### src/source/sce_pkg.sv
// ----------------------------------------------------------------------
// sizes, segment table and channel structs of the scratch engine
// segment table is tied to AW and SEGCNT, resize them together
// segment index is the top SEGW address bits
// ----------------------------------------------------------------------
package sce_pkg;

    localparam int AW       = 8;
    localparam int DW       = 32;
    localparam int RAMDEPTH = 256;
    localparam int SEGCNT   = 4;
    localparam int SEGW     = $clog2(SEGCNT);
    localparam int CHNLCNT  = 3;
    localparam int CHW      = $clog2(CHNLCNT);
    localparam int LENW     = 9;
    localparam int EXTCNT   = 16;
    localparam int EXTW     = $clog2(EXTCNT);

    // channel slots
    localparam int CH_HOST = 0;
    localparam int CH_COPY = 1;
    localparam int CH_FILL = 2;

    // allowed segments per channel in secure mode, bit n is segment n
    localparam logic [CHNLCNT-1:0][SEGCNT-1:0] SEG_ALLOW = {
        4'b1100,   // fill
        4'b0110,   // copy
        4'b0011    // host
    };

    typedef struct packed {
        logic          rd;
        logic          wr;
        logic [AW-1:0] addr;
        logic [DW-1:0] wdat;
    } chnlreq_t;

    typedef struct packed {
        logic          ready;
        logic          err;
        logic [DW-1:0] rdat;
    } chnlres_t;

    typedef struct packed {
        logic [AW-1:0]   src;
        logic [AW-1:0]   dst;
        logic [LENW-1:0] len;
    } xfer_cmd_t;

    typedef struct packed {
        logic [AW-1:0]   dst;
        logic [LENW-1:0] len;
        logic [DW-1:0]   value;
    } fill_cmd_t;

endpackage

### src/source/sce_resetgen.sv
// ----------------------------------------------------------------------
// reset extender for the engine
// rst_n stays low while arst_n is low or soft_reset is high, and for
// EXTCNT clocks after both are released
// soft_reset acts asynchronously, so it must be glitch free
// ----------------------------------------------------------------------
module sce_resetgen
    import sce_pkg::*;
(
    input  logic clk,
    input  logic arst_n,
    input  logic soft_reset,
    output logic rst_n
);

    logic            rst_in_n;
    logic [EXTW-1:0] ext_cnt;
    logic            ext_hit;

    // either source holds the extender in reset
    assign rst_in_n = arst_n & ~soft_reset;

    assign ext_hit = (ext_cnt == EXTW'(EXTCNT - 1));

    always_ff @(posedge clk or negedge rst_in_n) begin
        if (!rst_in_n) begin
            ext_cnt <= '0;
            rst_n   <= 1'b0;
        end else begin
            // count stops at the last value
            if (!ext_hit)
                ext_cnt <= ext_cnt + 1'b1;
            rst_n <= ext_hit;
        end
    end

endmodule

### config.mk
export PLATFORM = sky130hd
export DESIGN_NAME = sce_resetgen
export DESIGN_NICKNAME = d
export VERILOG_FILES = /design/src/source/sce_pkg.sv /design/src/source/sce_resetgen.sv
export SDC_FILE = /design/constraint.sdc
export NUM_CORES = 1
export LEC_CHECK = 0
export ABC_AREA = 0
export BUFFER_PORTS_ARGS = -buffer_cell sky130_fd_sc_hd__buf_2
export CAP_MARGIN = 30
export CORE_AREA = 2 2 39 41
export DETAILED_ROUTE_END_ITERATION = 10
export DIE_AREA = 0 0 41 43
export GPL_ROUTABILITY_DRIVEN = 0
export SETUP_SLACK_MARGIN = 0.15
export SLEW_MARGIN = 25
export SYNTH_ARGS = -nofsm -noshare
export SYNTH_HDL_FRONTEND = slang
export SYNTH_SLANG_ARGS = --single-unit
### constraint.sdc
create_clock -name clk -period 1.25 [get_ports clk]
set_clock_uncertainty 0.15 [all_clocks]
set_input_delay 0.125 -clock clk [delete_from_list [all_inputs] [get_ports clk]]
set_output_delay 0.125 -clock clk [all_outputs]
set_load 0.005 [all_outputs]
**After elaboration in Yosys (flattened, before gate mapping)**

Index checks and enable logic that the tools add are counted.
Widths: inputs -> output; s select.

- Flip-flop bits (word level): 5
- Input bits: 3

- $add $sub $neg: 1
- Equality and inequality tests: 1
- Bitwise operators: 2

Operators with widths:

| kind | number |
|---|---|
| $add 4x1->4 const B | 1 |
| $eq 4x4->1 const B | 1 |
| $and 1x1->1 | 1 |
| $not 1->1 | 1 |

**Logic depth before layout (Yosys ltp)**

- Word-level depth: 2
- Gate-level depth with buffers: 3
- Gate-level depth less buffers: 3

**Worst setup path before layout**

Ideal clock, no wire load.

- Path kind: reg-to-reg
- Start: reg ext_cnt[0]
- End: reg ext_cnt[1]
- Library setup time: 0.125 ns
- Arrival time: 1.095 ns
- Setup slack: -0.120 ns
- Cell stages (with the launch flop): 4
- Cells stage by stage: dfrtp_1 ha_1 and3_4 mux2_4

- Cells in the longest elaborated chain, start to end: 1
- Elaborated cells between the ends (all ways): 2

RTL lines:

| element | RTL line | text |
|---|---|---|
| from (decl) | sce_resetgen.sv:17 | `logic [EXTW-1:0] ext_cnt;` |
| from (signal assigned) | sce_resetgen.sv:32 | `ext_cnt <= ext_cnt + 1'b1;` |
| $eq 4x4->1 | sce_resetgen.sv:23 | `assign ext_hit = (ext_cnt == EXTW'(EXTCNT - 1));` |
| net ext_hit | sce_resetgen.sv:18 | `logic ext_hit;` |

The timed path passes the listed nets, and every way through them passes these cells.
A chain may end at the register's enable or synchronous reset.

**Worst setup path in the final report**

- Start: reg ext_cnt[1]
- End: reg ext_cnt[1]

The elaborated chain is that of the path after synthesis.

==> qor.yml <==
drcViolationCount: 0
ant_nets: 0
seq_area_frac_synth_pct: 57.8
worst_ep_required_time_ns: 1.22
grt_overflow: 0
htree_num_levels: 1
crit_path_start_kind: "register"
cts_buffer_depth: 2
grt_pass1_vias: 213
first_pass_iters: 1
drv_cap: 0
totalWireLength_um: 516
yosys_warnings: 0
endpoint: "ext_cnt[1]"
clk_latency_ns: 0.24
power_leakage_nw: 0.147
finalPower_mw: 0.361
antenna_found_initial: 0
cts.sinks: 5
critPathKind: "reg -> reg"
synthCells: 15
fin_nets: 34
violations: "setup timing"
worst-path-max-fanout: 3
die_area_um2: 1760
grt_usage_pct: 7.77
portBuffers: 3
vias_per_cell: 3.87
start_util_pct: 15.6
cts_tree: "done"
layout-drive-gt1-share_pct: 55.2
io_pins: 4
dp_hpwl_um: 307
floorplan.rows: 14
synth_cell_types: 11
fin_setup_tns_ns: -0.0576
post-route-util_pct: 25.7
cts_inserted_buffers: 3
grt_pass1_wl_um: 807
irDropWorstVdd_v: 0.000218
reg2reg_to: "ext_cnt[1]"
setup.worst_path.end_class: "register"
hold_class: "in -> async"
die_h_um: 43
slew_violations: 0
startpoint: "ext_cnt[1]"
finalHoldViolations: 0
ff2ff_setup_slack_ns: -0.04
final_cell_mix: "dfrtp_1 (5), buf_4 (5), clkbuf_4 (3), buf_2 (3), dlygate4sd3_1 (2)"
fin_crit_sh_pct: 103
cts_root_buf: "clkbuf_4"
wire_per_inst_um: 11.5
syn_area_um2: 216
rsz0062_at_grt: "yes"
synthesis.nets: 19
grt_max_degree: 6
die_w_um: 41
via_count: 174
clkTransAtPathRegs_ns: 0.05
slew_headroom_pct: 71.4
worstRegToRegCells: 3
r2r-start: "ext_cnt[1]"
num-fill-cells: 149
powerDensity_nw_per_um2: 1020
ys_seq_elements: 5
fin_ws_ns: -0.0373
area_growth_pct: 64.2
diodes: 0
coreArea_um2: 1380
avgSynthCellArea_um2: 14.4
worst_pin_slew_ns: 0.428
fmax_mhz: 777
hold_ws_ns: 0.284
cp.arrival_ns: 1.26
first_iter_violations: 0
setup_viol: 2
status: "complete, but fails checks"
period_minus_slack_ns: 1.29
synthesized netlist by cell type:
cell | count | area [um2]
mux2_4 | 1 | 15.0
xnor2_1 | 1 | 8.76
nand3b_1 | 1 | 7.51
nor2b_1 | 1 | 6.26
and4b_2 | 1 | 11.3
ha_1 | 1 | 12.5
a31oi_1 | 1 | 6.26
o21a_1 | 1 | 7.51
dfrtp_1 | 5 | 125
a21oi_1 | 1 | 5.00
and3_4 | 1 | 11.3
power breakdown:
group	internal [mW]	switching (mW)	total, mW
clock	0.121	0.0670	0.188
combinational	0.00701	0.00428	0.0113
sequential	0.162	0	0.162
total	0.290	0.0712	0.361
per-stage QoR:
step	area, um2	setup WS [ns]	std cells
5_1_grt	355	-0.0631	45
3_3_place_gp	277	-0.0221	37
2_1_floorplan	219	-0.0687	15
4_1_cts	340	-0.0329	44
3_5_place_dp	277	-0.0593	37
6_report	355	-0.0373	45
routing by layer:
| metal | global-route usage, % | share of wire, % | wire [um] | vias to the layer above |
|---|---|---|---|---|
| li1 | - | - | - | 83 |
| met1 | 5.56 | 35 | 181 | 87 |
| met2 | 12.5 | 59 | 302 | 4 |
| met3 | 4.71 | 6.2 | 32 | 0 |
| met4 | 7.33 | 0 | 0 | 0 |
| met5 | 0 | 0 | 0 | - |
flip-flops by register name, summed over array words and instances (netlist names):
signal	flops
rst_n	1
ext_cnt	4
kinds of logic after synthesis:
logic type               synth area share [%]
XOR/XNOR                                 4.05
AO/OA/AOI/OAI                            8.67
flip-flops                               57.8
multiplexers                             6.93
AND/OR/NAND/NOR                          16.8
adder cells (fa/ha/maj)                  5.78
critical path, stage by stage (launching register included):
cell,delay (ns)
dfrtp_1,0.41
ha_4,0.18
and3_4,0.15
mux2_4,0.29
area by class of cell:
class	instances	area, um2	area share [%]
Clock buffer	4	26.3	7.39
Sequential cell	5	125	35.2
Timing Repair Buffer	10	72.6	20.4
Multi-Input combinational cell	10	111	31.3
Tap cell	16	20.0	5.63
worst min path at each step:
stage	depth (start not counted)	endpoint	start	slack [ns]
detailed placement	2	rst_n	arst_n	0.02
floorplan	1	ext_cnt[0]	soft_reset	-0.14
global route	3	ext_cnt[0]	arst_n	0.34
CTS	3	ext_cnt[0]	arst_n	0.30
global placement	2	rst_n	arst_n	-0.01
finish	3	ext_cnt[0]	arst_n	0.28
timing repair:
| action | CTS | global route |
|---|---|---|
| buffers inserted | 1 | 1 |
| hold buffers | 2 | 0 |
| endpoints found under the setup margin | 4 | 5 |
| gates cloned | 0 | 0 |
| hold endpoints to repair | 5 | 0 |
| resized for setup | 1 | 1 |
| pin swaps | 2 | 2 |
Note: power is estimated with default switching activity, not from simulation.
