[config.mk]
export PLATFORM = sky130hd
export DESIGN_NAME = sce_ac
export DESIGN_NICKNAME = d
export VERILOG_FILES = /design/src/source/sce_pkg.sv /design/src/source/sce_ac.sv
export SDC_FILE = /design/constraint.sdc
export NUM_CORES = 1
export LEC_CHECK = 0
export BUFFER_PORTS_ARGS = -buffer_cell sky130_fd_sc_hd__buf_2
export CORE_AREA = 2 2 181 183
export DETAILED_ROUTE_END_ITERATION = 12
export DIE_AREA = 0 0 183 185
export SYNTH_ARGS = -nofsm -noshare
export SYNTH_HDL_FRONTEND = slang
export SYNTH_SLANG_ARGS = --single-unit
[constraint.sdc]
create_clock -name clk -period 0.95 [get_ports clk]
set_clock_uncertainty 0.05 [all_clocks]
set_input_delay 0.0475 -clock clk [delete_from_list [all_inputs] [get_ports clk]]
set_output_delay 0.0475 -clock clk [all_outputs]
set_load 0.03 [all_outputs]
[src/source/sce_pkg.sv]
// ----------------------------------------------------------------------
// sizes, segment table and channel structs of the scratch engine
// segment table is tied to AW and SEGCNT, resize them together
// segment index is the top SEGW address bits
// ----------------------------------------------------------------------
package sce_pkg;

    localparam int AW       = 8;
    localparam int DW       = 32;
    localparam int RAMDEPTH = 256;
    localparam int SEGCNT   = 4;
    localparam int SEGW     = $clog2(SEGCNT);
    localparam int CHNLCNT  = 3;
    localparam int CHW      = $clog2(CHNLCNT);
    localparam int LENW     = 9;
    localparam int EXTCNT   = 16;
    localparam int EXTW     = $clog2(EXTCNT);

    // channel slots
    localparam int CH_HOST = 0;
    localparam int CH_COPY = 1;
    localparam int CH_FILL = 2;

    // allowed segments per channel in secure mode, bit n is segment n
    localparam logic [CHNLCNT-1:0][SEGCNT-1:0] SEG_ALLOW = {
        4'b1100,   // fill
        4'b0110,   // copy
        4'b0011    // host
    };

    typedef struct packed {
        logic          rd;
        logic          wr;
        logic [AW-1:0] addr;
        logic [DW-1:0] wdat;
    } chnlreq_t;

    typedef struct packed {
        logic          ready;
        logic          err;
        logic [DW-1:0] rdat;
    } chnlres_t;

    typedef struct packed {
        logic [AW-1:0]   src;
        logic [AW-1:0]   dst;
        logic [LENW-1:0] len;
    } xfer_cmd_t;

    typedef struct packed {
        logic [AW-1:0]   dst;
        logic [LENW-1:0] len;
        logic [DW-1:0]   value;
    } fill_cmd_t;

endpackage

[src/source/sce_ac.sv]
// ----------------------------------------------------------------------
// segment access control in front of the memory controller
// secure mode confines each channel to its SEG_ALLOW segments
// a denied request never reaches the controller and is answered here
// one cycle later with ready and err high and rdat zero
// masters must hold a request until ready, as the channel protocol says
// ----------------------------------------------------------------------
module sce_ac
    import sce_pkg::*;
(
    input  logic                       clk,
    input  logic                       arst_n,
    input  logic                       secmode,
    input  chnlreq_t [CHNLCNT-1:0]     in_req,
    output chnlres_t [CHNLCNT-1:0]     in_res,
    output chnlreq_t [CHNLCNT-1:0]     out_req,
    input  chnlres_t [CHNLCNT-1:0]     out_res,
    output logic     [CHNLCNT-1:0]     acerr
);

    logic [CHNLCNT-1:0] deny;
    logic [CHNLCNT-1:0] deny_q;

    always_comb begin
        for (int i = 0; i < CHNLCNT; i++) begin
            // segment check only for an active request
            deny[i] = secmode && (in_req[i].rd || in_req[i].wr)
                      && !SEG_ALLOW[i][in_req[i].addr[AW-1 -: SEGW]];
            // masked request looks idle to the controller
            out_req[i] = deny[i] ? '0 : in_req[i];
            in_res[i]  = out_res[i];
            // local answer for the denied access
            if (deny_q[i]) begin
                in_res[i].ready = 1'b1;
                in_res[i].err   = 1'b1;
                in_res[i].rdat  = '0;
            end
        end
    end

    // request is still held in the answer cycle
    // so skip one cycle after each answer
    always_ff @(posedge clk or negedge arst_n) begin
        if (!arst_n)
            deny_q <= '0;
        else
            deny_q <= deny & ~deny_q;
    end

    assign acerr = deny_q;

endmodule

==> Word level (Yosys, flattened, before mapping) <==
Index checks and enable logic that the tools add are counted.
{ "totals": {"regBits": 3, "word_cells": 30, "inputBits": 231, "mem_bits_rw": 0, "latch_bits": 0, "rom_bits": 0, "n_memories": 0, "output_inout_bits": 231} }
{ "op_classes": {"n_eq_ne": 0, "reduce_logical": 12, "div": 0, "mux": 12, "order_cmp": 3, "addsub": 0, "bitwise_logic": 2, "shifts": 0, "multipliers": 0} }
{ "op_table": {"columns": ["cell", "n"], "rows": [
  ["$mux W42", 3],
  ["$mux W34", 3],
  ["$lt A2 B3 Y1 const B", 3],
  ["$bmux W1 S2", 3],
  ["$logic_and A1 B1 Y1", 6],
  ["$and A3 B3 Y3", 1],
  ["$logic_not A1 Y1", 3],
  ["$logic_or A1 B1 Y1", 3],
  ["$mux W1", 3],
  ["$not A3 Y3", 1]
]} }

==> Logic depth before layout (Yosys ltp) <==
{ "depth": {"word_depth": 5, "depth_mapped": 3, "depth_no_buf": 2} }

==> Worst setup path after synthesis <==
No wires, ideal clock.
{ "synth_path": {"kind": "reg-to-output", "from": "register deny_q[2] (netlist: acerr[2])", "to": "output in_res[68] in the netlist's numbering", "path_stages_with_launch": 3, "n_path_buf": 1, "arrival_time_ps": 1245, "required_ps": 852, "slack_ps": -392, "cell_sequence": "dfrtp_1 clkbuf_1 nor2b_1"} }
{ "synth_rtl": {"columns": ["element", "line_no", "text"], "rows": [
  ["start: declaration", "sce_ac.sv:22", "logic [CHNLCNT-1:0] deny_q;"],
  ["start signal: assignment", "sce_ac.sv:47", "deny_q <= deny & ~deny_q;"],
  ["end: declaration", "sce_ac.sv:15", "output chnlres_t [CHNLCNT-1:0] in_res,"]
]} }

==> results.yml <==
outcome:
  status: "finished, violations left"
  violations: "setup timing"
finish:
  seq_area_sq_um: 81.33
  final_cell_count_no_fill: 1206
  largest_register_ffs: 3
  multi_input_area_sq_um: 3005
  drive_gt1_share_pct: 98.99
  nets: 1028
  area_growth_pct: 393.0
  fin_util_pct: 28.16
  fill_cells: 3266
  fin_area_sq_um: 9024
power:
  intPower_w: 0.003953
  max-vdd-ir-drop_mv: 0.3712
  p_total_w: 0.007197
  p_per_area_nw_per_um2: 797.6
  seqPwrFrac_pct: 2.3
  power_switching_share_pct: 45.07
  p_leak_nw: 4.630
  p_comb_share_pct: 87.9
  power_frac_clock_pct: 9.8
  p_sw_w: 0.003244
placed_design:
  placed_cell_area_sq_um: 5799
  dp_hpwl_microns: 12830
  dp.cells: 1148
  gp_congestion: 0.9299
  numPortBuffers: 461
setup_path:
  r2r_end: "acerr[1]"
  reg2reg_slack_ns: -0.13
  cp_cell_sequence: "buf_12 > buf_6 > and2b_2 > buf_6"
  slowest_delay_ns: 0.43
  r2r-start: "acerr[1]"
  r2r_cells: 2
  crit_type: "reg2out"
  endpoint_kind: "output pin"
  path_delay_family: "flip-flops"
  cp.arrival_ns: 1.26
  worstPathRequired_ns: 0.85
  cpMostUsedCell: "buf_6"
  critPathSlowestCell: "dfrtp_2"
  crit_fanout: 7
  start_kind: "flop"
  worstSetupPathDepth: 4
  cp.buffers_inverters: 3
synth:
  yosys.area.top_type: "nor2b_1"
  ys_async_sr_fraction_pct: 100.0
  ys_warn_count: 0
  synthTopCellsByArea: "nor2b_1 33%, a21boi_0 30%, and2_1 14%"
  yosysSeqAreaShare_pct: 4.101
  synth.distinct_cells: 21
  synth_edf_count: 0
  synth_nets: 500
  synth_seq_cells: 3
  synth.top_cell.area_share_pct: 32.81
  synth_ff_type: "dfrtp_1"
  avgSynthCellArea_sq_um: 6.805
  syn_inst: 269
  yosysMostFrequentCell: "nor2b_1"
  synthesis.area_sq_um: 1831
  synth.top_cells.by_count: "96 x nor2b_1, 73 x a21boi_0, 40 x and2_1, 17 x clkbuf_1, 10 x a21boi_1"
floorplan:
  dieArea_sq_um: 33860
  die_h_microns: 185
  core_sq_um: 32040
  initial_core_util_pct: 5.713
  die-width_microns: 183
  row_count: 66
  num_io_pins: 462
cts:
  clk_latency_ns: 0.23
  cts_root_buffer: "clkbuf_16"
  htreeDepth: 1
  tritoncts: "done"
  clk_pin_slew_ns: 0.04
  clock_sinks: 3
  cts_buffers: 3
  clockBufferDepth: 2
sta:
  rsz0062_at_grt: "yes"
  setup_slack_ns: -0.4099
  period_minus_slack_ns: 1.360
  finalCritPeriodShare_pct: 143.1
  fin_tns_setup_ns: -53.93
  setup_viol: 229
  worstMarginPinSlew_ns: 0.2959
  hold_violations: 0
  maxSlewViolCount: 0
  maxSlewHeadroom_pct: 80.28
  fmax_mhz: 735.4
detailed_routing:
  drt-initial-drc-count: 59
  routed_wl_microns: 19690
  ant_nets: 0
  drc: 0
  via_count: 4158
  drt-pass1-iter-count: 4
  routed_via_density: 3.448
  wire_per_inst_microns: 16.32
global_routing:
  grt_pass1_wl_microns: 25210
  grt_max_degree: 19
  grt_usage_pct: 9.863
  grt_overflow_total: 0
  grt_pass1_vias: 4362
  antenna_found_initial: 5
worst_hold_path:
  hp-class: "in2async"
flow_run:
  drv_cap: 0
-- per-stage QoR --
step,hold slack [ns],setup WS [ns]
3_3_place_gp,-0.1570,-0.2344
4_1_cts,0.1385,-0.4261
3_5_place_dp,-0.1528,-0.2632
2_1_floorplan,-0.2981,-0.2216
6_report,0.1290,-0.4099
5_1_grt,0.1432,-0.4517
-- timing repair --
item | CTS | global route
gates cloned | 21 | 4
setup endpoints to repair | 230 | 230
buffers inserted | 29 | 9
gates resized for setup | 551 | 144
pin swaps | 58 | 64
hold endpoints to repair | 3 | 0
hold buffers | 1 | 0
-- metal layers --
layer	track usage (%)	vias to the layer above	wire, microns
li1	-	1941	-
met1	10.24	1878	6797
met2	19.55	307	10710
met3	2.006	30	1588
met4	3.328	2	574
met5	0	-	13
-- placed cells by master, fill, tap and decap left out, drive strengths merged --
cell type,count
nor2b,96
nor2,1
clkbuf,7
o21ai,1
o211ai,1
xnor2,1
buf,549
diode,2
and2,40
o21a,1
and2b,3
or2,7
and3b,2
dlygate4sd3,1
a21boi,83
dfrtp,3
-- power by group through the flow --
| stage | logic (W) | clock network [W] | registers, W |
|---|---|---|---|
| 2_1_floorplan | 0.00274 | 0 | 0.000184 |
| 3_3_place_gp | 0.00418 | 0 | 0.000157 |
| 3_5_place_dp | 0.00420 | 0 | 0.000157 |
| 4_1_cts | 0.00593 | 0.000748 | 0.000161 |
| 5_1_grt | 0.00658 | 0.000743 | 0.000167 |
| 6_report | 0.00633 | 0.000707 | 0.000165 |
-- kinds of logic after synthesis --
family          after synthesis  share of synthesized area (%)
simple gates                149                          51.47
compound gates               86                          35.41
buf+inv                      30                          8.133
flops                         3                          4.101
xor+xnor                      1                         0.8888
-- worst max-delay path by stage --
stage / start / to / slack [ns]
5_1_grt: acerr[0] / in_res[3] / -0.45
2_1_floorplan: in_req[80] / out_req[82] / -0.22
4_1_cts: acerr[0] / in_res[1] / -0.43
3_3_place_gp: acerr[0] / in_res[15] / -0.23
6_report: acerr[0] / in_res[15] / -0.41
3_5_place_dp: in_req[125] / out_req[121] / -0.26
-- worst reg2reg max path: stages (launching register included) --
cell and delay [ns]:
dfrtp_4 0.56, buf_12 0.19, and3b_2 0.22
-- layout make-up --
cell class	count	share of cell area [%]
Timing Repair Buffer	553	59.21
Multi-Input combinational cell	236	33.31
Tap cell	408	5.657
Sequential cell	3	0.9013
Clock buffer	4	0.8735
Antenna cell	2	0.05546
(Power assumes the default switching activity.)
