File: src/source/sce_pkg.sv
// ----------------------------------------------------------------------
// sizes, segment table and channel structs of the scratch engine
// segment table is tied to AW and SEGCNT, resize them together
// segment index is the top SEGW address bits
// ----------------------------------------------------------------------
package sce_pkg;

    localparam int AW       = 8;
    localparam int DW       = 32;
    localparam int RAMDEPTH = 256;
    localparam int SEGCNT   = 4;
    localparam int SEGW     = $clog2(SEGCNT);
    localparam int CHNLCNT  = 3;
    localparam int CHW      = $clog2(CHNLCNT);
    localparam int LENW     = 9;
    localparam int EXTCNT   = 16;
    localparam int EXTW     = $clog2(EXTCNT);

    // channel slots
    localparam int CH_HOST = 0;
    localparam int CH_COPY = 1;
    localparam int CH_FILL = 2;

    // allowed segments per channel in secure mode, bit n is segment n
    localparam logic [CHNLCNT-1:0][SEGCNT-1:0] SEG_ALLOW = {
        4'b1100,   // fill
        4'b0110,   // copy
        4'b0011    // host
    };

    typedef struct packed {
        logic          rd;
        logic          wr;
        logic [AW-1:0] addr;
        logic [DW-1:0] wdat;
    } chnlreq_t;

    typedef struct packed {
        logic          ready;
        logic          err;
        logic [DW-1:0] rdat;
    } chnlres_t;

    typedef struct packed {
        logic [AW-1:0]   src;
        logic [AW-1:0]   dst;
        logic [LENW-1:0] len;
    } xfer_cmd_t;

    typedef struct packed {
        logic [AW-1:0]   dst;
        logic [LENW-1:0] len;
        logic [DW-1:0]   value;
    } fill_cmd_t;

endpackage

File: src/source/sce_fill.sv
// ----------------------------------------------------------------------
// fill engine, writes cmd.value over dst to dst+len-1
// write-only channel, cmd.len must be 1 to 256, addresses wrap
// stops at the first err response, start is ignored while busy
// ----------------------------------------------------------------------
module sce_fill
    import sce_pkg::*;
(
    input  logic      clk,
    input  logic      arst_n,
    input  logic      start,
    input  fill_cmd_t cmd,
    output chnlreq_t  req,
    input  chnlres_t  res,
    output logic      busy,
    output logic      done,
    output logic      err
);

    logic [AW-1:0]   dst;
    logic [LENW-1:0] cnt;
    logic [DW-1:0]   value;
    logic            finish;

    // last word written or a denial
    assign finish = busy && res.ready && (res.err || cnt == LENW'(1));

    assign req.rd   = 1'b0;
    assign req.wr   = busy;
    assign req.addr = dst;
    assign req.wdat = value;

    always_ff @(posedge clk or negedge arst_n) begin
        if (!arst_n) begin
            busy <= 1'b0;
            done <= 1'b0;
            err  <= 1'b0;
        end else begin
            done <= finish;
            err  <= finish && res.err;
            if (!busy && start)
                busy <= 1'b1;
            else if (finish)
                busy <= 1'b0;
        end
    end

    // command latch, then one step per accepted word
    always_ff @(posedge clk) begin
        if (!busy && start) begin
            dst   <= cmd.dst;
            cnt   <= cmd.len;
            value <= cmd.value;
        end else if (busy && res.ready) begin
            dst <= dst + 1'b1;
            cnt <= cnt - 1'b1;
        end
    end

endmodule

File: config.mk
export PLATFORM = sky130hd
export DESIGN_NAME = sce_fill
export DESIGN_NICKNAME = d
export VERILOG_FILES = /design/src/source/sce_pkg.sv /design/src/source/sce_fill.sv
export SDC_FILE = /design/constraint.sdc
export NUM_CORES = 1
export LEC_CHECK = 0
export ABC_AREA = 1
export BUFFER_PORTS_ARGS = -buffer_cell sky130_fd_sc_hd__buf_2
export CAP_MARGIN = 20
export CORE_MARGIN = 4
export CORE_UTILIZATION = 40
export CTS_CLUSTER_SIZE = 20
export DETAILED_ROUTE_END_ITERATION = 8
export GPL_TIMING_DRIVEN = 0
export HOLD_SLACK_MARGIN = 0.15
export PLACE_DENSITY = 0.73
export SLEW_MARGIN = 20
export SYNTH_ARGS = -nofsm -noshare
export SYNTH_HDL_FRONTEND = slang
export SYNTH_SLANG_ARGS = --single-unit
export TNS_END_PERCENT = 100
File: constraint.sdc
create_clock -name clk -period 2.3 [get_ports clk]
set_clock_uncertainty 0.15 [all_clocks]
set_input_delay 0.46 -clock clk [delete_from_list [all_inputs] [get_ports clk]]
set_output_delay 0.46 -clock clk [all_outputs]
set_load 0.02 [all_outputs]
After elaboration in Yosys (flattened, before gate mapping). Cells that the tools add are included.

Word-level logic and storage cells: 23. Register bits after elaboration: 52.

Eq/ne operators: 1. Reduce and logical (&&, ||, !) cells: 8. Add/subtract/negate cells: 2. Muxes and demuxes: 6.

Operators by type and width (count): $mux 9 (2); $mux 8 (2); $eq 9x1->1 const B (1); $sub 9x1->9 const B (1); $add 8x1->8 const B (1); $logic_and 1x1->1 (4); $reduce_bool 2->1 (2); $mux 1 (2); $logic_not 1->1 (1); $logic_or 1x1->1 (1).

Logic depth before layout (Yosys ltp).
Depth in word-level cells: 5. Depth in mapped cells: 8. Depth with buffers taken out: 8.

Worst setup path before layout. Ideal clock, no wire load.

Path type: flip-flop to flip-flop. From: register busy. To: register cnt[0], enable pin. Setup slack: 0.491 ns. Cell stages (with the launch flop): 5. Setup time: 0.374 ns. Arrival: 1.286 ns. Cell sequence: dfrtp_1 > nor2_4 > inv_2 > clkbuf_8 > nand2_1.

Longest elaborated chain between the ends: 3. Elaborated cells between the ends (all ways): 4. Those cells by class: reduce/logical (4).

RTL lines: start: declaration (RTL line sce_fill.sv:15) `output logic busy,`; start signal: assignment (RTL line sce_fill.sv:35) `busy <= 1'b0;`; start signal: assignment (RTL line sce_fill.sv:42) `busy <= 1'b1;`; start signal: assignment (RTL line sce_fill.sv:44) `busy <= 1'b0;`; $logic_not 1->1 (RTL line sce_fill.sv:50) `if (!busy && start) begin`; $logic_and 1x1->1 (RTL line sce_fill.sv:50); $reduce_bool 2->1 (no source line) (*); end signal: assignment (RTL line sce_fill.sv:52) `cnt <= cmd.len;`; end signal: assignment (RTL line sce_fill.sv:56) `cnt <= cnt - 1'b1;`; end: declaration (RTL line sce_fill.sv:21) `logic [LENW-1:0] cnt;`.

Every way passes the cells marked *; elsewhere a longest branch is shown, timed or not. A chain may end at the register's enable or synchronous reset.

Worst setup path in the final report.
From: register busy. To: register dst[4], enable pin.

Longest elaborated chain between the ends: 3. Elaborated cells between the ends (all ways): 4. Those cells by class: reduce/logical (4).

RTL lines: $logic_not 1->1 (RTL line sce_fill.sv:50); $logic_and 1x1->1 (RTL line sce_fill.sv:50); $reduce_bool 2->1 (no source line) (*); end signal: assignment (RTL line sce_fill.sv:51) `dst <= cmd.dst;`; end signal: assignment (RTL line sce_fill.sv:55) `dst <= dst + 1'b1;`; end: declaration (RTL line sce_fill.sv:20) `logic [AW-1:0] dst;`.

Marked as above.

==> run summary <==
Status = finished clean
Fin nets = 372
Critical Path Sink Type = flip-flop
Hold Path Class = in -> reg
Worst Path Required = 2.08 ns
CTS tree = done
Worst slew pin tran = 0.742 ns
Total gr overflow = 0
Minimum clock period = 2.07 ns
Peak supply drop = 450 µV
Starting Density = 41.6%
Max Slew Vio Count = 0
Leak pwr = 1.29 nW
Hold Vio Cnt, Final = 0
Global-route wire length before repair = 7.13 mm
DRC Markers = 0
Post-synthesis sequential area ratio = 71.9%
Initial antenna violation count = 0
Setup TNS = 0 ns
Avg Cell Area, Syn = 12.1 µm²
Die Y = 81.3 µm
Clock-pin transition on the worst setup and hold timing paths = 0.09 ns
Clock Path Buffers = 2
Syn Nets = 267
Critical Path Source Type = flip-flop
Placer Congestion = 0.773
Area growth, synth to finish = 31.3%
PD cells = 1150 mW/mm²
RSZ-0062 raised after global routing = no
Final setup viols = 0
Core region area = 0.00517 mm²
Antenna cells = 0
TritonCTS Sinks = 52
I/O Buffers = 97
DRT iter0 DRCs = 36
Final worst slack = 0.225 ns
Fillers = 473
Routed WL = 4.74 mm
CTS Buf Count = 5
Synth Instances = 178
Fmax achieved = 482 MHz
Detail Route Antenna Nets = 0
Vias in the first global route = 1552
FF/Latch Area = 0.00155 mm²
Post-cts sizing count = 0
Yosys reg bits = 52
WS Path Type = reg -> reg
Root Buffer = clkbuf_8
Synth cell types = 23
Yosys warns = 0
Footprint of the multi-input gates = 495 µm²
Detailed-router iteration count before antenna repair = 4
Pin count of the biggest net entering global routing = 42
Mapped Area = 0.00215 mm²
Place WS = 0.107 ns
Vias per inst = 4.54
Clk_lat worst skew = 0.29 ns
Max-cap violations = 0
Vias = 1607
CP max FO = 17
Die Width = 81.3 µm
Site row count = 26
I/O pin cnt = 131
CP arrival = 1.85 ns
Slew HR = 50.4%
H-Tree Depth = 2
Die footprint = 0.00661 mm²
Post-DP HPWL = 3.63 mm
Hold WS = 0.193 ns
Part of the cycle the worst path needs = 90.2%
Layout cell share with drive strength beyond 1 = 40.1%
Drt wl/cell = 13.4 µm
GRT Util Overall = 14.2%
[registers in the layout, indices dropped and copies added (netlist names)]
name,count
busy,1
err,1
dst,8
cnt,9
value,32
done,1
[cell usage after synthesis]
cell type | count | area [µm²]
a21oi_1 | 1 | 5.00
a31oi_1 | 1 | 6.26
and2_1 | 1 | 6.26
buf_4 | 4 | 30.0
clkbuf_8 | 1 | 13.8
conb_1 | 1 | 3.75
dfrtp_1 | 3 | 75.1
edfxtp_1 | 49 | 1470
ha_1 | 3 | 37.5
inv_1 | 16 | 60.1
inv_2 | 1 | 3.75
nand2_1 | 52 | 195
nand3_1 | 15 | 75.1
nand3_2 | 1 | 10.0
nand4_1 | 2 | 12.5
nor2_1 | 10 | 37.5
nor2_2 | 2 | 12.5
nor2_4 | 1 | 11.3
nor3_1 | 2 | 10.0
o21ai_0 | 8 | 40.0
o21bai_1 | 1 | 7.51
o31ai_1 | 1 | 7.51
xor2_1 | 2 | 17.5
[where the power goes]
group | internal [mW] | switching [mW] | leakage (nW)
combinational | 0.383 | 0.727 | 0.745
sequential | 1.42 | 0.209 | 0.501
clock | 0.217 | 0.283 | 0.0414
total | 2.02 | 1.22 | 1.29
[kinds of logic after synthesis]
logic type | count (synthesis) | share of synthesized area (%)
and+or+nand+nor | 86 | 17.2
DFF | 52 | 71.9
buffers and inverters | 22 | 5.01
AOI/OAI and AO/OA | 12 | 3.09
adders and majority gates | 3 | 1.75
xor gates and xnor gates | 2 | 0.815
other | 1 | 0.174
[critical path, cell delays in order, from the launching register on]
cell and delay, ns:
dfrtp_1 0.49, nor2_4 0.26, inv_2 0.09, clkbuf_8 0.17, nand2_1 0.55
[path summary, 6_finish.rpt]
check | startpoint | to | slack [ns] | cells past startpoint
setup / recovery | busy | dst[4] | 0.23 | 4
hold / removal | cmd[10] | value[10] | 0.19 | 1
setup reg to reg | busy | dst[4] | 0.23 | 4
hold reg to reg | cnt[0] | cnt[0] | 0.50 | 1
max in group asynchronous | arst_n | done | 1.50 | 2
min in group asynchronous | arst_n | err | 0.39 | 2
[per-stage QoR]
stage / power (mW) / util (%) / cells / cell area (µm²)
floorplan: 2.38 / - / 178 / 2150
detailed placement: 2.78 / 52.6 / 345 / 2720
global route: 3.49 / 54.5 / 354 / 2820
global placement: 2.74 / 52.6 / 345 / 2720
CTS: 3.29 / 54.5 / 354 / 2820
finish: 3.24 / 54.5 / 354 / 2820
[metal layers]
layer / share of wire [%] / wire length, µm / track usage (%) / vias up
met5: 0 / 0 / 0 / -
met4: 0.91 / 43 / 4.05 / 0
met3: 13 / 621 / 4.99 / 2
met2: 47 / 2220 / 25.6 / 78
met1: 39 / 1850 / 15.7 / 717
li1: - / - / - / 810
[cell type report]
cell class	count	share of cell area, %
tap	70	3.10
multi-input combinational	104	17.6
clock inverter	2	0.576
buffer	5	1.55
sequential	52	54.8
clock buffer	6	2.57
inverter	17	2.26
timing repair buffer	98	17.6
[cells in the final DEF, fill, tap and decap left out, types with 3 or more instances in the layout]
| master | instances |
|---|---|
| buf_4 | 4 |
| inv_1 | 16 |
| nand3_1 | 15 |
| o21ai_0 | 8 |
| ha_1 | 3 |
| dfrtp_1 | 3 |
| edfxtp_1 | 49 |
| nand2_1 | 52 |
| clkbuf_8 | 6 |
| nor2_1 | 10 |
| buf_2 | 97 |
[what timing repair did]
action / in CTS / in global routing
endpoints found under the hold margin: 3 / 0
hold buffers: 1 / 0
setup buffers: 0 / 0
(Power assumes the default switching activity.)
