## src/source/sce_pkg.sv

```systemverilog
// ----------------------------------------------------------------------
// sizes, segment table and channel structs of the scratch engine
// segment table is tied to AW and SEGCNT, resize them together
// segment index is the top SEGW address bits
// ----------------------------------------------------------------------
package sce_pkg;

    localparam int AW       = 8;
    localparam int DW       = 32;
    localparam int RAMDEPTH = 256;
    localparam int SEGCNT   = 4;
    localparam int SEGW     = $clog2(SEGCNT);
    localparam int CHNLCNT  = 3;
    localparam int CHW      = $clog2(CHNLCNT);
    localparam int LENW     = 9;
    localparam int EXTCNT   = 16;
    localparam int EXTW     = $clog2(EXTCNT);

    // channel slots
    localparam int CH_HOST = 0;
    localparam int CH_COPY = 1;
    localparam int CH_FILL = 2;

    // allowed segments per channel in secure mode, bit n is segment n
    localparam logic [CHNLCNT-1:0][SEGCNT-1:0] SEG_ALLOW = {
        4'b1100,   // fill
        4'b0110,   // copy
        4'b0011    // host
    };

    typedef struct packed {
        logic          rd;
        logic          wr;
        logic [AW-1:0] addr;
        logic [DW-1:0] wdat;
    } chnlreq_t;

    typedef struct packed {
        logic          ready;
        logic          err;
        logic [DW-1:0] rdat;
    } chnlres_t;

    typedef struct packed {
        logic [AW-1:0]   src;
        logic [AW-1:0]   dst;
        logic [LENW-1:0] len;
    } xfer_cmd_t;

    typedef struct packed {
        logic [AW-1:0]   dst;
        logic [LENW-1:0] len;
        logic [DW-1:0]   value;
    } fill_cmd_t;

endpackage

```

## src/source/sce_memc.sv

```systemverilog
// ----------------------------------------------------------------------
// round-robin memory controller for the scratch RAM
// one access per two cycles, grant cycle then response cycle
// no grants while the RAM clear sweep runs
// a response carries no err, denials are answered by access control
// ----------------------------------------------------------------------
module sce_memc
    import sce_pkg::*;
(
    input  logic                   clk,
    input  logic                   arst_n,
    input  chnlreq_t [CHNLCNT-1:0] req,
    output chnlres_t [CHNLCNT-1:0] res,
    output logic     [AW-1:0]      ram_addr,
    output logic                   ram_rd,
    output logic                   ram_wr,
    output logic     [DW-1:0]      ram_wdat,
    input  logic     [DW-1:0]      ram_rdat,
    input  logic                   clr_busy
);

    logic           resp;
    logic [CHW-1:0] last;
    logic [CHW-1:0] pick;
    logic           pick_vld;
    logic           grant;
    chnlreq_t       sel_req;

    // search starts right after the last granted channel
    always_comb begin
        int idx;
        pick_vld = 1'b0;
        pick     = last;
        for (int k = 1; k <= CHNLCNT; k++) begin
            idx = (int'(last) + k) % CHNLCNT;
            if (!pick_vld && (req[idx].rd || req[idx].wr)) begin
                pick_vld = 1'b1;
                pick     = CHW'(idx);
            end
        end
    end

    assign grant   = !resp && !clr_busy && pick_vld;
    assign sel_req = req[pick];

    // strobes only in the grant cycle
    assign ram_addr = sel_req.addr;
    assign ram_wdat = sel_req.wdat;
    assign ram_rd   = grant && sel_req.rd;
    assign ram_wr   = grant && sel_req.wr;

    // last doubles as the response target
    always_ff @(posedge clk or negedge arst_n) begin
        if (!arst_n) begin
            resp <= 1'b0;
            last <= CHW'(CHNLCNT - 1);
        end else begin
            resp <= grant;
            if (grant)
                last <= pick;
        end
    end

    // ready and read data to the granted channel only
    always_comb begin
        for (int i = 0; i < CHNLCNT; i++) begin
            res[i]       = '0;
            res[i].ready = resp && (last == CHW'(i));
            res[i].rdat  = res[i].ready ? ram_rdat : '0;
        end
    end

endmodule

```

## config.mk

```make
export PLATFORM = sky130hd
export DESIGN_NAME = sce_memc
export DESIGN_NICKNAME = d
export VERILOG_FILES = /design/src/source/sce_pkg.sv /design/src/source/sce_memc.sv
export SDC_FILE = /design/constraint.sdc
export NUM_CORES = 1
export LEC_CHECK = 0
export BUFFER_PORTS_ARGS = -buffer_cell sky130_fd_sc_hd__buf_2
export CORE_AREA = 8 8 113 115
export CTS_CLUSTER_DIAMETER = 30
export DETAILED_ROUTE_END_ITERATION = 7
export DIE_AREA = 0 0 121 123
export PLACE_DENSITY = 0.56
export SLEW_MARGIN = 25
export SYNTH_ARGS = -nofsm -noshare
export SYNTH_HDL_FRONTEND = slang
export SYNTH_SLANG_ARGS = --single-unit
```

## constraint.sdc

```tcl
create_clock -name clk -period 3.8 [get_ports clk]
set_input_delay 0.76 -clock clk [delete_from_list [all_inputs] [get_ports clk]]
set_output_delay 0.76 -clock clk [all_outputs]
set_load 0.1 [all_outputs]
```

**Word level (Yosys, flattened, before mapping)**

Cells that the tools add are included.

- Register bits after elaboration: 3
- Word-level logic and storage cells: 51

- Add/sub/neg operators: 3
- Div/mod/pow operators: 3
- $lt $le $gt $ge: 4
- Equality and inequality tests: 2
- Multiplexer cells: 20
- Reduce and logical (&&, ||, !) cells: 17

Operators by type and width:

| kind | number |
|---|---|
| $bmux 42 s2 | 4 |
| $mux 42 | 7 |
| $lt 32x4->1 const B | 3 |
| $mod 32x3->32 const B | 3 |
| $mux 32 | 3 |
| $logic_and 1x1->1 | 9 |
| $add 2x2->3 const B | 2 |
| $mux 2 | 3 |
| $logic_not 1->1 | 4 |
| $add 2x1->3 const B | 1 |
| $logic_or 1x1->1 | 3 |
| $lt 2x3->1 const B | 1 |
| $mux 1 | 3 |
| $eq 2x1->1 const B | 1 |
| $eq 2x2->1 const B | 1 |
| $logic_not 2->1 | 1 |

**Logic depth before layout (Yosys ltp)**

Gate-level depths: netlist (run 1).

- Depth in word-level cells: 16
- Depth in mapped cells: 10
- Mapped depth without buffers: 8

**Worst setup path before layout (run 1)**

No wires, ideal clock.

- Path kind: register to output
- Start: register last[1]
- End: output port ram_addr[0]
- Arrival: 3.249 ns
- Setup slack: -0.209 ns
- Stages on the path, launching flop included: 10
- Path buffers: 1
- Path through: dfstp_2 inv_1 ha_1 or2_1 o32a_4 and3_4 o31ai_4 buf_8 mux2i_1 o2bb2ai_2

- Cells in the longest elaborated chain, start to end: 15
- Elaborated cells on any way between the ends: 29
- Classes of those cells: 3 x add/sub; 3 x div; 16 x mux; 7 x reduce/logical

RTL lines:

| item | RTL line | RTL |
|---|---|---|
| from (decl) | sce_memc.sv:23 | `logic [CHW-1:0] last;` |
| from (signal assigned) | sce_memc.sv:56 | `last <= CHW'(CHNLCNT - 1);` |
| from (signal assigned) | sce_memc.sv:60 | `last <= pick;` |
| $add 2x1->3 | sce_memc.sv:35 | `idx = (int'(last) + k) % CHNLCNT;` |
| $mod 32x3->32 | sce_memc.sv:35 |  |
| $bmux 42 s2 | sce_memc.sv:36 | `if (!pick_vld && (req[idx].rd \|\| req[idx].wr)) begin` |
| $mux 42 (not written as such) (2 in series) | sce_memc.sv:36 |  |
| $logic_or 1x1->1 | sce_memc.sv:36 |  |
| $mux 1 | sce_memc.sv:36 |  |
| $logic_not 1->1 | sce_memc.sv:36 |  |
| $logic_and 1x1->1 | sce_memc.sv:36 |  |
| $mux 1 | sce_memc.sv:36 |  |
| $logic_not 1->1 | sce_memc.sv:36 |  |
| $logic_and 1x1->1 | sce_memc.sv:36 |  |
| $mux 2 (*) | sce_memc.sv:36 |  |
| $bmux 42 s2 (*) | sce_memc.sv:44 | `assign sel_req = req[pick];` |
| $mux 42 (not written as such) (*) | sce_memc.sv:44 |  |
| to (decl) | sce_memc.sv:14 | `output logic [AW-1:0] ram_addr,` |

Mark *: on every way between the ends. The rest lies on a longest branch, timed or not. The select of a mux whose other input is x is not followed.

**Worst setup path in the final report (run 1)**

- Start: register last[1]
- End: output port ram_wdat[28]

- Cells in the longest elaborated chain, start to end: 15
- Elaborated cells on any way between the ends: 29
- Classes of those cells: 3 x add/sub; 3 x div; 16 x mux; 7 x reduce/logical

RTL lines:

| item | RTL line | RTL |
|---|---|---|
| $add 2x1->3 | sce_memc.sv:35 |  |
| $mod 32x3->32 | sce_memc.sv:35 |  |
| $bmux 42 s2 | sce_memc.sv:36 |  |
| $mux 42 (not written as such) (2 in series) | sce_memc.sv:36 |  |
| $logic_or 1x1->1 | sce_memc.sv:36 |  |
| $mux 1 | sce_memc.sv:36 |  |
| $logic_not 1->1 | sce_memc.sv:36 |  |
| $logic_and 1x1->1 | sce_memc.sv:36 |  |
| $mux 1 | sce_memc.sv:36 |  |
| $logic_not 1->1 | sce_memc.sv:36 |  |
| $logic_and 1x1->1 | sce_memc.sv:36 |  |
| $mux 2 (*) | sce_memc.sv:36 |  |
| $bmux 42 s2 (*) | sce_memc.sv:44 |  |
| $mux 42 (not written as such) (*) | sce_memc.sv:44 |  |
| to (decl) | sce_memc.sv:17 | `output logic [DW-1:0] ram_wdat,` |

Marks and branches as above.

==> impl_metrics.toml, run 1 <==
[critical_path]
reg2reg_depth = 9
path_buf_inv = 4
worstPathMaxFanout = 7
end_kind = "output port"
slowest_stage = "dfstp_2"
ff2ff_setup_slack_ns = 1.32
crit_arrival_ns = 3.07
r2r-end = "last[1]"
r2r_start = "last[1]"
worstPathRequired_ns = 3.04
crit_family = "compound AO/OA/AOI/OAI gates"
start_kind = "register"
slowest_delay_ns = 0.57
path_cells = "inv_4, ha_4, o21ai_2, a221o_1, and3_4, o31ai_4, buf_6, clkbuf_16, mux2i_2, o2bb2ai_2, buf_12"
critPathKind = "register to output port"

[detailed_routing]
wl_per_cell_um = 19.9
drcViolationCount = 0
vias_per_cell = 4.80
wirelength_mm = 14.1
vias = 3392
final_antenna_net_count = 0
drt_iter0_markers = 115
firstDrtPassIters = 4

[global_route]
grtUsageTotal = 0.153
grt_pass1_wl_mm = 18.6
grt_start_max_net_pins = 101
overflow = 0
grt_pass1_vias = 3427
antenna_found_initial = 0

[die]
core-area_sq_um = 11100
ioPinCount = 305
die_h_um = 123
die_w_um = 121
rows = 39
dieArea_sq_um = 14900
initial_core_util = 0.209

[logic_synthesis]
ys_ff_latch = 3
synthCells = 270
yosys.cell_types.count = 40
async_flop_share = 1.00
yosys_warnings = 0
synth-main-ff-cell = "dfrtp_1"
synth-seq-area-share = 0.0329
syn_avg_cell_area_sq_um = 8.58
synth_edf_count = 0
synthesis.area_sq_um = 2320

[status]
status = "complete, but fails checks"
failed_checks = "setup timing"

[job]
drv_cap = 0

[timing]
layout_setup_ws_ns = -0.0329
tightest_slew_ns = 0.693
skew_ns = 0.000963
hold_viol = 0
min_period_ns = 3.83
setup_viol = 34
maxSlewViolCount = 0
relSlewSlack = 0.538
max_freq_mhz = 261
fin_crit_sh = 1.01
rsz0062_at_grt = "yes"

[clock_tree]
cts.path.max_buffers = 2
clkTransAtPathRegs_ns = 0.03
clkLatencyLatePin_ns = 0.22
cts_tree = "done"
cts_num_sinks = 3
ctsHtreeMaxLevel = 1
cts_made_buffers = 3
clockRootBuffer = "clkbuf_16"
cts_hold_buf = 0

[placement]
gp_congestion = 0.888
dp_hpwl_mm = 10.7
numPortBuffers = 301
dp_slack_ns = 0.0597

[final_layout]
multi_input_area_sq_um = 2430
final-seq-area_sq_um = 80.1
nNetsFinal = 731
drive_gt1_frac = 0.755
area_growth_pct = 126
final_util = 0.474
fillers = 1037
antenna_cells = 0

[worst_hold_path]
min_path_type = "input pin to async pin"
## worst reg2reg max path, stage by stage (launching register included)
cell,delay [ns]
dfstp_2,0.57
inv_4,0.06
ha_2,0.22
nor3_4,0.30
a221oi_4,0.14
or4_1,0.56
o221a_2,0.18
buf_4,0.21
nand2_1,0.07
o21ai_0,0.08
## cells in the mapped netlist, types with 2 or more instances
cell type	instances	area share
o32ai_1	2	0.0076
nand4_1	2	0.0054
nand2_1	3	0.0049
buf_8	4	0.026
nor3b_1	2	0.0065
ha_1	5	0.027
nor2_1	2	0.0032
nor3_1	5	0.011
mux2i_1	40	0.17
o2bb2ai_2	40	0.26
and2_1	4	0.011
inv_1	2	0.0032
clkbuf_1	26	0.042
dfrtp_1	2	0.022
and3_1	96	0.26
buf_2	4	0.0086
buf_4	3	0.0097
a32o_1	2	0.0086
mux2_1	2	0.0097
nor3_2	2	0.0086
o21ai_0	3	0.0065
## kinds of logic after synthesis
logic type	after synthesis	share of synthesized area
AO/OA/AOI/OAI	59	0.342
buffers and inverters	40	0.0913
multiplexers	42	0.183
adder cells (fa/ha/maj)	5	0.0270
flip-flops	3	0.0329
AND/OR/NAND/NOR	120	0.323
other	1	0.00162
## through the flow
| step | cells | instance area (sq um) | hold slack (ns) | setup TNS (ns) |
|---|---|---|---|---|
| 6_report | 707 | 5250 | 0.328 | -0.485 |
| 5_1_grt | 707 | 5250 | 0.334 | -3.71 |
| 4_1_cts | 698 | 4750 | 0.329 | -0.00134 |
| 3_5_place_dp | 690 | 4560 | 0.562 | 0 |
| 3_3_place_gp | 690 | 4560 | 0.560 | 0 |
| 2_1_floorplan | 272 | 2330 | 0.464 | -8.36 |
## flip-flops by register name, indices dropped and copies added (netlist names)
register,count
resp,1
last,2
## timing repair
action                     4_1_cts  5_1_grt
setup buffers                    3        4
resized for setup               12       66
cloned                           1        5
setup endpoints to repair       42       42
pin swaps                        4       15
hold endpoints to repair         0        0
## cell usage in the layout, fill, tap and decap left out, types with 3 or more instances in the layout
master | synthesis | routed
buf_2 | 4 | 259
mux2i_4 | 0 | 19
mux2i_1 | 40 | 11
o21ai_0 | 3 | 3
and2_1 | 4 | 4
conb_1 | 1 | 3
buf_4 | 3 | 13
nor3_2 | 2 | 3
mux2i_2 | 0 | 10
o2bb2ai_2 | 40 | 39
clkbuf_16 | 0 | 7
buf_12 | 0 | 46
nand2_1 | 3 | 3
and3_1 | 96 | 96
nor3_1 | 5 | 3
## cell type report
class,count,area share
inverters,3,0.00262
flip-flops and latches,3,0.0153
multi-input cells,229,0.463
clock buffers,4,0.0150
well taps,143,0.0341
repair buffers,325,0.470
## per-layer routing
metal  share of wire  up-vias  global-route usage
li1                -     1645                   -
met1            0.38     1572               0.167
met2            0.53      161               0.285
met3           0.078       14              0.0475
met4           0.012        0              0.0281
met5               0        -                   0
## how the worst max path moves through the flow
stage / end / cells after the start / slack (ns) / start
3_5_place_dp: ram_wdat[19] / 10 / 0.06 / last[1]
4_1_cts: ram_addr[2] / 12 / -0.001 / last[1]
5_1_grt: ram_wdat[23] / 11 / -0.12 / last[1]
2_1_floorplan: ram_addr[0] / 9 / -0.21 / last[1]
6_report: ram_wdat[28] / 11 / -0.03 / last[1]
3_3_place_gp: ram_wdat[19] / 10 / 0.13 / last[1]
Power of run 1 is not shown: default switching activity piles up to over one toggle a cycle in this logic, so the estimate is an artifact.
==> run 2: changes to the inputs <==
--- a/config.mk
+++ b/config.mk
@@ -6,11 +6,11 @@
 export NUM_CORES = 1
 export LEC_CHECK = 0
 export BUFFER_PORTS_ARGS = -buffer_cell sky130_fd_sc_hd__buf_2
-export CORE_AREA = 8 8 113 115
-export CTS_CLUSTER_DIAMETER = 30
+export CORE_AREA = 2 2 119 121
+export CTS_CLUSTER_DIAMETER = 200
 export DETAILED_ROUTE_END_ITERATION = 7
 export DIE_AREA = 0 0 121 123
-export PLACE_DENSITY = 0.56
+export PLACE_DENSITY = 0.47
 export SLEW_MARGIN = 25
 export SYNTH_ARGS = -nofsm -noshare
 export SYNTH_HDL_FRONTEND = slang
==> run 2 against run 1 <==
Net effect: the run now ends clean; utilization decreased by 10 points; clock skew increased by 0.0014 ns; first-iteration DRC count increased by 0.87%; critical path type unchanged; highest routed layer unchanged.
==> impl_metrics.toml, run 2 (synthesis results as in run 1) <==
[die]
initial_core_util = 0.170
die_w_um = 121
core-area_sq_um = 13600
dieArea_sq_um = 14900
ioPinCount = 305
die_h_um = 123
rows = 43

[final_layout]
area_growth_pct = 119
nNetsFinal = 731
antenna_cells = 0
final-seq-area_sq_um = 81.3
layout_commonest_cell = "buf_2"
multi_input_area_sq_um = 2240
top_register = "last"
largest_registers = "last x2, resp x1"
largest_register_ffs = 2
fillers = 1368
drive_gt1_frac = 0.723
mostFrequentLayoutCells = "buf_2, and3_1, buf_12, o2bb2ai_2, mux2i_1"

[global_route]
antenna_found_initial = 1
overflow = 0
grt_pass1_wl_mm = 16.6
grtUsageTotal = 0.137
grt_pass1_vias = 3190
grt_start_max_net_pins = 101

[clock_tree]
clockRootBuffer = "clkbuf_16"
clkLatencyLatePin_ns = 0.22
clkTransAtPathRegs_ns = 0.03
cts_tree = "done"
ctsHtreeMaxLevel = 1
cts_num_sinks = 3
cts.path.max_buffers = 2
cts_made_buffers = 3
cts_hold_buf = 0

[timing]
max_freq_mhz = 266
setup_viol = 0
min_period_ns = 3.75
relSlewSlack = 0.538
hold_slack_ns = 0.326
fin_crit_sh = 0.988
maxSlewViolCount = 0
skew_ns = 0.00238
hold_viol = 0
tightest_slew_ns = 0.692

[placement]
gp_congestion = 0.834
numPortBuffers = 301
dp_hpwl_mm = 9.29

[detailed_routing]
drt_iter0_markers = 116
wirelength_mm = 12.0
vias = 3398
final_antenna_net_count = 0
vias_per_cell = 4.57
firstDrtPassIters = 4
wl_per_cell_um = 16.1
drcViolationCount = 0

[critical_path]
start_kind = "register"
crit_arrival_ns = 2.99
worstPathMaxFanout = 7
worstPathRequired_ns = 3.04
critPathKind = "register to output port"
end_kind = "output port"

[status]
status = "complete, no violations"

[job]
drv_cap = 0

[worst_hold_path]
min_path_type = "input pin to async pin"
-- run 2: path summary, 6_finish.rpt --
kind                       startpoint      end  slack, ns  cells past startpoint
setup / recovery              last[1]   ram_wr       0.05                     10
hold / removal                 arst_n     resp       0.33                      1
setup reg to reg              last[1]  last[1]       1.33                      9
hold reg to reg               last[1]  last[1]       0.57                      2
max in group asynchronous      arst_n  last[1]       3.27                      1
min in group clk              last[1]  last[1]       0.57                      2
-- run 2: area by class of cell --
class,instances,area share
clock buffer,4,0.0155
tap,180,0.0444
sequential,3,0.0160
inverter,3,0.00296
multi-input combinational,229,0.441
timing repair buffer,325,0.480
-- run 2: worst max-delay path, cell delays in order (launching register included) --
cell     delay [ns]
dfstp_2        0.52
inv_2          0.06
ha_4           0.34
o21ai_4        0.09
a221o_1        0.38
and3_4         0.20
o31ai_4        0.26
buf_6          0.17
mux2_4         0.31
a32o_2         0.26
buf_12         0.17
-- run 2: through the flow --
stage,setup slack [ns],instance area (sq um),std cells,util,TNS (ns)
final,0.0456,5070,744,0.373,0
after detailed placement,-0.0153,4650,729,0.341,-0.0239
after global routing,-0.0313,5070,744,0.373,-0.501
after global placement,0.118,4650,729,0.341,0
after CTS,0.00966,4850,737,0.356,0
after floorplan,-0.209,2330,272,-,-8.36
-- run 2: layer usage --
metal	share of wire	track usage
met1	0.38	0.153
met2	0.54	0.265
met3	0.072	0.0286
met4	0.0097	0.0262
met5	0	0
-- run 2: repair_timing --
| item | CTS | global route |
|---|---|---|
| setup endpoints to repair | 42 | 42 |
| resized for setup | 13 | 30 |
| setup buffers | 3 | 5 |
| pin swaps | 5 | 8 |
| gates cloned | 1 | 2 |
Power of run 2 is left out for the same reason.
